### src/intCtlPkg.sv
//********************
// shared widths, register map, address decode and handoff states
// modules take these with a wildcard import of intCtlPkg in their header
//********************
package intCtlPkg;

    // register and address widths
    localparam int RegWidth  = 32;
    localparam int AddrWidth = 10;

    // bank geometry, one block of words per scalar/SIMT pair
    localparam int NumPairs     = 4;
    localparam int WordsPerPair = 8;

    // byte address fields, bits 4:2 pick the word and 9:5 the block
    localparam int WordLsb       = 2;
    localparam int WordIdxWidth  = $clog2(WordsPerPair);
    localparam int BlockLsb      = WordLsb + WordIdxWidth;
    localparam int BlockIdxWidth = AddrWidth - BlockLsb;
    localparam int PairIdxWidth  = $clog2(NumPairs);

    typedef logic [RegWidth-1:0]      regWord_t;
    typedef logic [AddrWidth-1:0]     regAddr_t;
    typedef logic [WordIdxWidth-1:0]  wordIdx_t;
    typedef logic [BlockIdxWidth-1:0] blockIdx_t;
    typedef logic [PairIdxWidth-1:0]  pairIdx_t;

    //********************
    // word offsets inside a block
    //********************
    localparam wordIdx_t OffAccel = 3'd0;
    localparam wordIdx_t OffIpc   = 3'd1;
    localparam wordIdx_t OffError = 3'd2;
    localparam wordIdx_t OffS2v   = 3'd3;
    localparam wordIdx_t OffTid   = 3'd4;
    localparam wordIdx_t OffIrq   = 3'd5;
    localparam wordIdx_t OffSp    = 3'd6;
    localparam wordIdx_t OffSpare = 3'd7;

    // handoff sequence of the pair 0 state machine
    typedef enum logic [2:0] {
        Idle,
        WaitDrain,
        PcSwap,
        WaitIrq,
        RevertWarp
    } handoffState_t;

    //********************
    // address decode helpers
    //********************
    function automatic wordIdx_t wordOf(input regAddr_t addr);
        return addr[BlockLsb-1:WordLsb];
    endfunction

    function automatic blockIdx_t blockOf(input regAddr_t addr);
        return addr[AddrWidth-1:BlockLsb];
    endfunction

    // only the low bits of the block field index the storage
    function automatic pairIdx_t pairOf(input regAddr_t addr);
        blockIdx_t blk;
        blk = blockOf(addr);
        return blk[PairIdxWidth-1:0];
    endfunction

    function automatic logic blockValid(input regAddr_t addr);
        return blockOf(addr) < BlockIdxWidth'(NumPairs);
    endfunction

endpackage

### src/intRegBank.sv
//********************
// interrupt register bank with a scalar port and a SIMT port
// block 0 also takes update strobes from the handoff state machine
//********************
`timescale 1ns/1ps

module intRegBank import intCtlPkg::*;
(
    input  logic     clk,
    input  logic     reset,

    // scalar core access
    input  logic     scalarRd,
    input  logic     scalarWr,
    input  regAddr_t scalarAddr,
    input  regWord_t scalarStore,
    output regWord_t scalarLoad,

    // SIMT core access
    input  logic     simtRd,
    input  logic     simtWr,
    input  regAddr_t simtAddr,
    input  regWord_t simtStore,
    output regWord_t simtLoad,

    // hardware updates of block 0
    input  logic     errorSet,
    input  logic     errorClear,
    input  logic     s2vClear,
    input  logic     ipcCapture,
    input  regWord_t warpPc,

    // block 0 values seen by the state machine
    output regWord_t s2vWord,
    output regWord_t irqWord,
    output regWord_t ipcWord
);

    // NumPairs blocks of WordsPerPair words
    regWord_t mem [NumPairs][WordsPerPair];

    pairIdx_t scalarPair;
    wordIdx_t scalarWord;
    logic     scalarValid;

    pairIdx_t simtPair;
    wordIdx_t simtWord;
    logic     simtValid;

    //********************
    // address decode
    //********************
    assign scalarPair  = pairOf(scalarAddr);
    assign scalarWord  = wordOf(scalarAddr);
    assign scalarValid = blockValid(scalarAddr);

    assign simtPair  = pairOf(simtAddr);
    assign simtWord  = wordOf(simtAddr);
    assign simtValid = blockValid(simtAddr);

    //********************
    // reads
    //********************
    // loads are combinational and read 0 while the strobe is low
    assign scalarLoad = (scalarRd && scalarValid) ? mem[scalarPair][scalarWord] : '0;
    assign simtLoad   = (simtRd && simtValid) ? mem[simtPair][simtWord] : '0;

    // pair 0 taps for the handoff logic
    assign s2vWord = mem[0][OffS2v];
    assign irqWord = mem[0][OffIrq];
    assign ipcWord = mem[0][OffIpc];

    //********************
    // writes
    //********************
    // later assignments win, so the order below is the priority
    // scalar first, then SIMT, then the block 0 hardware strobes
    always_ff @(posedge clk)
    begin
        if (reset)
        begin
            mem <= '{default: '0};
        end
        else
        begin
            if (scalarWr && scalarValid)
            begin
                mem[scalarPair][scalarWord] <= scalarStore;
            end

            if (simtWr && simtValid)
            begin
                mem[simtPair][simtWord] <= simtStore;
            end

            // error word, set on a failed drain and cleared on a new request
            if (errorSet)
            begin
                mem[0][OffError] <= regWord_t'(1);
            end
            else if (errorClear)
            begin
                mem[0][OffError] <= '0;
            end

            // acknowledge of a failed request
            if (s2vClear)
            begin
                mem[0][OffS2v] <= '0;
            end

            // interrupted PC of the warp
            if (ipcCapture)
            begin
                mem[0][OffIpc] <= warpPc;
            end
        end
    end

    //********************
    // assertions
    //********************
    // software only addresses blocks that exist
    scalarBlockInRange: assert property (
        @(posedge clk) disable iff (reset)
        (scalarRd || scalarWr) |-> scalarValid
    ) else $error("scalar access to block %0d beyond NumPairs", blockOf(scalarAddr));

    simtBlockInRange: assert property (
        @(posedge clk) disable iff (reset)
        (simtRd || simtWr) |-> simtValid
    ) else $error("SIMT access to block %0d beyond NumPairs", blockOf(simtAddr));

    // the state machine never both sets and clears the error word
    errorStrobesExclusive: assert property (
        @(posedge clk) disable iff (reset)
        !(errorSet && errorClear)
    ) else $error("errorSet and errorClear high together");

endmodule

### src/threadHandoffFsm.sv
//********************
// pair 0 handoff FSM that moves a warp thread onto the IRQ vector
// steered by the S2V word and drives the warp controls and bank strobes
//********************
`timescale 1ns/1ps

module threadHandoffFsm import intCtlPkg::*;
(
    input  logic     clk,
    input  logic     reset,

    // pipeline status
    input  logic     pipeClean,
    input  logic     err,

    // block 0 values from the register bank
    input  regWord_t s2vWord,
    input  regWord_t irqWord,
    input  regWord_t ipcWord,

    // warp controls
    output logic     maskActWarp,
    output logic     hwInt,
    output logic     maskThreads,
    output logic     swapPc,
    output logic     restorePc,
    output regWord_t targetPc,

    // register update strobes, each acts at the next edge
    output logic     errorSet,
    output logic     errorClear,
    output logic     s2vClear,
    output logic     ipcCapture
);

    handoffState_t state;
    handoffState_t nextState;

    logic s2vSet;

    // a request is a 1 in S2V, a release is a 0
    assign s2vSet = (s2vWord == regWord_t'(1));

    always_ff @(posedge clk)
    begin
        if (reset)
        begin
            state <= Idle;
        end
        else
        begin
            state <= nextState;
        end
    end

    //********************
    // next state and outputs
    //********************
    always_comb
    begin
        nextState   = state;
        maskActWarp = 1'b0;
        hwInt       = 1'b0;
        maskThreads = 1'b0;
        swapPc      = 1'b0;
        restorePc   = 1'b0;
        targetPc    = '0;
        errorSet    = 1'b0;
        errorClear  = 1'b0;
        s2vClear    = 1'b0;
        ipcCapture  = 1'b0;

        case (state)
            Idle:
            begin
                // a fresh request wipes the old error result
                if (s2vSet)
                begin
                    errorClear = 1'b1;
                    nextState  = WaitDrain;
                end
            end
            WaitDrain:
            begin
                maskActWarp = 1'b1;
                hwInt       = 1'b1;
                // err wins over pipeClean
                if (err)
                begin
                    errorSet  = 1'b1;
                    s2vClear  = 1'b1;
                    nextState = Idle;
                end
                else if (pipeClean)
                begin
                    nextState = PcSwap;
                end
            end
            PcSwap:
            begin
                hwInt       = 1'b1;
                maskThreads = 1'b1;
                swapPc      = 1'b1;
                targetPc    = irqWord;
                ipcCapture  = 1'b1;
                nextState   = WaitIrq;
            end
            WaitIrq:
            begin
                hwInt       = 1'b1;
                maskThreads = 1'b1;
                if (!(|s2vWord))
                begin
                    nextState = RevertWarp;
                end
            end
            RevertWarp:
            begin
                // one cycle to put the saved PC back
                restorePc = 1'b1;
                targetPc  = ipcWord;
                nextState = Idle;
            end
            default:
            begin
                nextState = Idle;
            end
        endcase
    end

    //********************
    // assertions
    //********************
    // threads stay masked in the cycle after the PC swap
    swapThenMask: assert property (
        @(posedge clk) disable iff (reset)
        swapPc |=> maskThreads
    ) else $error("maskThreads low after swapPc");

    swapRestoreExclusive: assert property (
        @(posedge clk) disable iff (reset)
        !(swapPc && restorePc)
    ) else $error("swapPc and restorePc high together");

endmodule

### src/intController.sv
//********************
// interrupt controller top, register bank plus the pair 0 handoff FSM
//********************
`timescale 1ns/1ps

module intController import intCtlPkg::*;
(
    input  logic     clk,
    input  logic     reset,

    // scalar core port
    input  logic     scalarRd,
    input  logic     scalarWr,
    input  regAddr_t scalarAddr,
    input  regWord_t scalarStore,
    output regWord_t scalarLoad,

    // SIMT core port
    input  logic     simtRd,
    input  logic     simtWr,
    input  regAddr_t simtAddr,
    input  regWord_t simtStore,
    output regWord_t simtLoad,

    // pipeline status
    input  logic     pipeClean,
    input  logic     err,
    input  regWord_t warpPc,

    // warp controls
    output logic     maskActWarp,
    output logic     hwInt,
    output logic     maskThreads,
    output logic     swapPc,
    output logic     restorePc,
    output regWord_t targetPc
);

    // block 0 values toward the FSM
    regWord_t s2vWord;
    regWord_t irqWord;
    regWord_t ipcWord;

    // FSM update strobes toward the bank
    logic errorSet;
    logic errorClear;
    logic s2vClear;
    logic ipcCapture;

    intRegBank regBank (
        .clk         (clk),
        .reset       (reset),
        .scalarRd    (scalarRd),
        .scalarWr    (scalarWr),
        .scalarAddr  (scalarAddr),
        .scalarStore (scalarStore),
        .scalarLoad  (scalarLoad),
        .simtRd      (simtRd),
        .simtWr      (simtWr),
        .simtAddr    (simtAddr),
        .simtStore   (simtStore),
        .simtLoad    (simtLoad),
        .errorSet    (errorSet),
        .errorClear  (errorClear),
        .s2vClear    (s2vClear),
        .ipcCapture  (ipcCapture),
        .warpPc      (warpPc),
        .s2vWord     (s2vWord),
        .irqWord     (irqWord),
        .ipcWord     (ipcWord)
    );

    threadHandoffFsm handoffFsm (
        .clk         (clk),
        .reset       (reset),
        .pipeClean   (pipeClean),
        .err         (err),
        .s2vWord     (s2vWord),
        .irqWord     (irqWord),
        .ipcWord     (ipcWord),
        .maskActWarp (maskActWarp),
        .hwInt       (hwInt),
        .maskThreads (maskThreads),
        .swapPc      (swapPc),
        .restorePc   (restorePc),
        .targetPc    (targetPc),
        .errorSet    (errorSet),
        .errorClear  (errorClear),
        .s2vClear    (s2vClear),
        .ipcCapture  (ipcCapture)
    );

endmodule

### config.mk
export PLATFORM = sky130hd
export DESIGN_NAME = intController
export DESIGN_NICKNAME = d
export VERILOG_FILES = /design/src/intCtlPkg.sv /design/src/intRegBank.sv /design/src/threadHandoffFsm.sv /design/src/intController.sv
export SDC_FILE = /design/constraint.sdc
export NUM_CORES = 2
export LEC_CHECK = 0
export ABC_AREA = 1
export ABC_CLOCK_PERIOD_IN_PS = 2200
export BUFFER_PORTS_ARGS = -buffer_cell sky130_fd_sc_hd__buf_2
export CAP_MARGIN = 20
export CELL_PAD_IN_SITES_DETAIL_PLACEMENT = 0
export CELL_PAD_IN_SITES_GLOBAL_PLACEMENT = 2
export CORE_AREA = 2 2 421 423
export CTS_BUF_LIST = sky130_fd_sc_hd__clkbuf_8
export DETAILED_ROUTE_END_ITERATION = 7
export DIE_AREA = 0 0 423 425
export PLACE_DENSITY_LB_ADDON = 0.1
export SLEW_MARGIN = 10
export SYNTH_ARGS = -nofsm -noshare
export SYNTH_HDL_FRONTEND = slang
export SYNTH_SLANG_ARGS = --single-unit
### constraint.sdc
create_clock -name clk -period 2.2 [get_ports clk]
set_input_delay 0.11 -clock clk [delete_from_list [all_inputs] [get_ports clk]]
set_output_delay 0.11 -clock clk [all_outputs]
set_load 0.03 [all_outputs]
# After elaboration in Yosys (flattened, before gate mapping)
# Index checks and enable logic that the tools add are counted.
# totals
inputBits	124
latch_bits	0
ff_bits	1027
ramBits	0
output_inout_bits	101
rom_bits	0
mem_count	0
# classes
n_mul	0
add_sub_neg	0
reduce_logical	15
n_bitwise	4
eq_ne	8
shifts	0
n_mux	45
n_lt_le_gt_ge	10
div_mod_pow	0
# ops
op	count
$mux W1024	3
$bwmux W1024	2
$mux W256	6
$bmux W256 S2	2
$demux W256 S2	2
$mux W32	9
$bmux W32 S3	2
$demux W32 S3	2
$pmux W32 S2	1
$eq A32 B1 Y1 const B	1
$reduce_or A32 Y1	1
$mux W3	4
$pmux W3 S4	1
$mux W1	11
$lt A5 B3 Y1 const B	2
$ge A4 B4 Y1 const B	2
$logic_and A1 B1 Y1	8
$lt A4 B1 Y1 const B	2
$not A3 Y4	2
$eq A3 B2 Y1 const B	2
$ge A3 B3 Y1 const B	2
$lt A3 B1 Y1 const B	2
$not A2 Y3	2
$reduce_or A3 Y1	2
other kinds (8)	9

# Longest topological paths before layout
# logic_depth
word_depth	14
depth_mapped	12

# Modules after synthesis
# A second synthesis with hierarchy kept.
# hier_totals
hier_cells	12734
area_unflattened_um2	69415.3
# modules_own_cells
module	area_each_um2	cells_per_inst	n_inst	seq_area_each_um2
intRegBank	68579.5	12589	1	20499.7
threadHandoffFsm	835.8	145	1	60.1

# Worst setup path before layout
# OpenSTA, ideal clock, no wires.
# synth_timing
kind	input to output
start	input scalarAddr[6]
end	output scalarLoad[4]
arrival_ps	1896
cell_stages	11
setup_slack_ps	194
n_path_buf	3
path_cell_list	buf_2 inv_1 nor2_1 buf_2 buf_1 a21oi_1 nand2_1 nand2_1 nand2_1 nor2_1 a21oi_1
# synth_between
elab_chain_cells	8
elab_cells_between_ends	10
cone_classes	order compare: 1; mux: 7; bitwise: 1; reduce/logical: 1
# synth_lines
element	line_no	rtl
from (decl)	intController.sv:14	input regAddr_t scalarAddr,
$not A2 Y3 (implied by the code)	intRegBank.sv:65	assign scalarLoad = (scalarRd && scalarValid) ? mem[scalarPair][scalarWord] : '0;
$bmux W256 S2	intRegBank.sv:65	
$mux W256 (implied by the code) (2 in a row)	intRegBank.sv:65	
$bmux W32 S3	intRegBank.sv:65	
$mux W32 (implied by the code) (2 in a row)	intRegBank.sv:65	
$mux W32 *	intRegBank.sv:65	
to (decl)	intController.sv:16	output regWord_t scalarLoad,
# Every way passes the cells marked *; elsewhere a longest branch is shown, timed or not. The select of a mux whose other input is x is not followed.

# Final worst setup path
# layout_timing
start	register regBank.mem[529] (netlist name)
end	output scalarLoad[17]
# layout_between
elab_chain_cells	7
# layout_lines
element	line_no	rtl
from (decl)	intRegBank.sv:40	regWord_t mem [NumPairs][WordsPerPair];
from (signal, indexed assignment)	intRegBank.sv:88	mem[scalarPair][scalarWord] <= scalarStore;
from (signal, indexed assignment)	intRegBank.sv:93	mem[simtPair][simtWord] <= simtStore;
from (signal, indexed assignment)	intRegBank.sv:99	mem[0][OffError] <= regWord_t'(1);
$bmux W256 S2	intRegBank.sv:65	
$mux W256 (implied by the code) (2 in a row)	intRegBank.sv:65	
$bmux W32 S3	intRegBank.sv:65	
$mux W32 (implied by the code) (2 in a row)	intRegBank.sv:65	
$mux W32	intRegBank.sv:65	
# Every way passes these cells. The select of a mux whose other input is x is not followed.

==> metrics.md <==
| Metric | Value |
|---|---|
| CTS tree | done |
| Number of enable flip-flop cells after synthesis | 0 |
| GR met2 Demand/Resource | 73.8% |
| GR Overflow Total | 0 |
| Maximum vdd drop | 0.689 mV |
| Fmax | 0.373 GHz |
| Full die area | 0.180 sq mm |
| Post-layout util | 48.9% |
| Reg-to-reg slack, setup | 30 ps |
| Library cells used by synthesis | 32 |
| Syn Nets | 9969 |
| 1st-iter DRT viols | 10800 |
| Met3 Resource Use GR | 7.97% |
| TritonCTS buffer count | 206 |
| Worst Tran Pin Value | 889 ps |
| Post-synthesis area per instance | 6.19 sq um |
| Final period util | 122% |
| Num ports | 225 |
| P_leak | 0.0333 uW |
| Core Region | 0.175 sq mm |
| Crit path DAT | 2570 ps |
| GRT Resource Usage Total | 47.1% |
| Antenna violations before repair | 14 |
| Final Hold Fails | 0 |
| Launching element type of the critical path | flip-flop |
| Final antenna-violating net count | 0 |
| Asr flop ratio synth | 0% |
| Largest family of logic cells by synthesized area | compound AO/OA/AOI/OAI gates |
| Layout cells sized above 1 | 29.1% |
| Clock Path Buffers | 3 |
| Ys flop type | dfxtp_1 |
| Residual DRC | 0 |
| Hold WC Path Type | in2reg |
| Req. time, crit path | 2090 ps |
| Root Buffer | clkbuf_8 |
| Std cell rows | 154 |
| Final wirelength | 442000 um |
| Most Used Layer, Global Route | met2 |
| Wire length per cell | 33.5 um |
| Sequential area share after synthesis | 33.7% |
| Slew Limit Fails | 0 |
| Width of the die | 423 um |
| Synth Area in Simple Gates | 16.3% |
| P&R area growth vs syn | 40.8% |
| Max FO, Critical Path | 2 |
| Critical path type | reg2out |
| Slew margin rel. | 40.7% |
| First-pass GRT wire length | 601000 um |
| Post-Route Skew | 36.0 ps |
| Final setup violation count | 98 |
| Largest net degree at the start of global routing | 120 |
| Seq cells post-synth | 1027 |
| WP buf/inv | 4 |
| Mapped Area | 0.0609 sq mm |
| Final estimated routing congestion in global placement | 1.04 |
| Layout Nets | 10800 |
| Worst-Skew Late Latency | 1060 ps |
| Final min period | 2680 ps |
| Number of global-route vias before repair | 76700 |
| Xor/xnor share of the synthesized area | 0% |
| Post-synthesis compound-gate area fraction | 38.8% |
| Synth Instances | 9845 |
| Synth top area share | 33.7% |
| Port Buf Inserts | 220 |
| TritonRoute pass-1 iters | 6 |
| Crit path largest cell delay | 340 ps |
| H-tree Lvls | 4 |
| Critical-path cell list | inv_2 > o21ai_2 > buf_6 > o21ai_4 > nand2_4 > nor2_4 > a21oi_4 > buf_6 > buf_6 |
| Pwr/cell area | 528 mW/mm^2 |
| RSZ-0062 raised after global routing | true |
| Clk sinks | 1027 |
| Final WS setup | -481 ps |
| Setup TNS | -29980 ps |
| Vias per inst | 6.16 |
| Cell taking the most area after synthesis | dfxtp_1 |
| Met1 usage | 53.7% |
| Die Y | 425 um |
| Starting density of the core | 34.8% |
| Top cell by count, worst path | buf_6 |
| Clock Pin Slew Worst Setup and Hold Paths | 70 ps |
| Via count | 81400 |
| Setup crit end kind | output port |
| Violated checks | negative setup slack |
| Total of max-cap violations | 0 |
| Crit-path slowest cell | dfxtp_2 |
| Detailed Place HPWL | 313000 um |
| Mux cell area share after synthesis | 0% |
| Status | finished with violations |
| Synthesized-area fraction occupied by adder cells | 0% |
| CP delay by family, top | compound AO/OA/AOI/OAI gates |
| Ys Warns | 0 |
| Ranking of synthesized cells by area | dfxtp_1 (34%), o21ai_0 (19%), a21oi_1 (12%) |
-- worst paths after layout --
check                 startpoint                   to  cells after the start
min reg2reg     regBank.mem[402]     regBank.mem[402]                      2
min              scalarStore[18]     regBank.mem[882]                      4
max reg2reg  handoffFsm.state[0]  regBank.ipcWord[25]                      8
max             regBank.mem[529]       scalarLoad[17]                      9
-- flip-flops by register name (all words and copies together), names as in the netlist --
| name | cells |
|---|---|
| handoffFsm.state | 3 |
| regBank.ipcWord | 32 |
| regBank.irqWord | 32 |
| regBank.mem | 928 |
| regBank.s2vWord | 32 |
-- cells in the final DEF (no fill, tap or decap), types with 10 or more instances in the layout --
master / n
a21oi_1: 1385
a21oi_2: 27
a21oi_4: 34
a22oi_1: 116
a22oi_2: 57
buf_12: 260
buf_2: 118
buf_4: 843
buf_6: 110
clkbuf_8: 270
clkinv_2: 20
clkinv_4: 10
dfxtp_1: 668
dfxtp_2: 315
dfxtp_4: 44
diode_2: 11
dlygate4sd3_1: 198
inv_1: 704
inv_2: 197
inv_4: 54
nand2_1: 1361
nand2_2: 182
nand2_4: 52
nand3_1: 52
nor2_1: 721
nor2_2: 63
nor2_4: 81
nor3_1: 28
o211ai_1: 94
o21ai_0: 1773
o21ai_1: 335
o21ai_2: 156
o21ai_4: 36
o21bai_1: 23
o221ai_1: 11
o22ai_1: 204
o22ai_2: 142
o22ai_4: 32
-- through the flow --
step                setup slack, ps  power [uW]  hold slack [ps]  instances  area [sq um]
floorplan                       194       20800              255       9845         60900
global placement               -741       23900              388      12600         73300
detailed placement             -757       23900              395      12600         73300
CTS                            -475       45000            0.750      13200         82000
global route                   -493       46100             53.7      13200         85800
finish                         -481       45300             31.2      13200         85800
-- logic make-up (layout without fill, tap and decap cells) --
logic type      Yosys count  after routing
compound gates         4456           4456
simple gates           2563           2563
buf+inv                1799           2820
flops                  1027           1027
other cells               0             11
-- what timing repair did --
item,CTS,global route
cloned,5,0
hold buffers,200,0
endpoints found under the setup margin,98,115
pin swaps,200,473
resized for setup,997,1499
endpoints found under the hold margin,981,0
setup buffers,22,48
-- cell usage after synthesis, types with 2 or more instances --
library cell     n
nand2_2          4
o211ai_1        94
a22o_1           4
buf_2           60
o21bai_1        33
nand4_1          8
o21ai_1         37
a32o_1           2
dfxtp_1       1027
buf_4            2
inv_1          868
nand3_1         56
clkbuf_1       787
nand2_1       1593
nor3_1          28
o22ai_1        378
a31oi_1          7
nor2_4           6
o221ai_1        11
clkinv_1         9
inv_2           24
o21ai_0       2263
buf_1           49
nor2_2          17
a21oi_1       1446
a22oi_1        173
nor3_2           4
nor2_1         842
nor3_4           4
a221oi_1         7
-- power breakdown --
group / leakage (uW) / internal, uW / switching [uW]
logic: 0.0223 / 1590 / 3900
clock network: 0.00250 / 11200 / 10000
registers: 0.00847 / 18600 / 58.6
-- area by class of cell --
type / instances / area [sq um]
fill: 18100 / 89500
clock inverter: 111 / 548
antenna: 11 / 27.5
clock buffer: 270 / 3720
timing repair buffer: 1538 / 15600
inverter: 901 / 3620
multi-input combinational: 7019 / 38300
sequential: 1027 / 21100
tap: 2340 / 2930
-- tightest hold or removal path: stages --
cell	delay (ps)
dlygate4sd3_1	530
buf_2	250
nand2_1	110
a21oi_1	60
-- metal layers --
layer | share of wire, % | up-vias
li1 | - | 35100
met1 | 36 | 39200
met2 | 44 | 5369
met3 | 8.5 | 1760
met4 | 12 | 0
met5 | 0 | -
No activity file was read; power rests on OpenSTA's default activity.
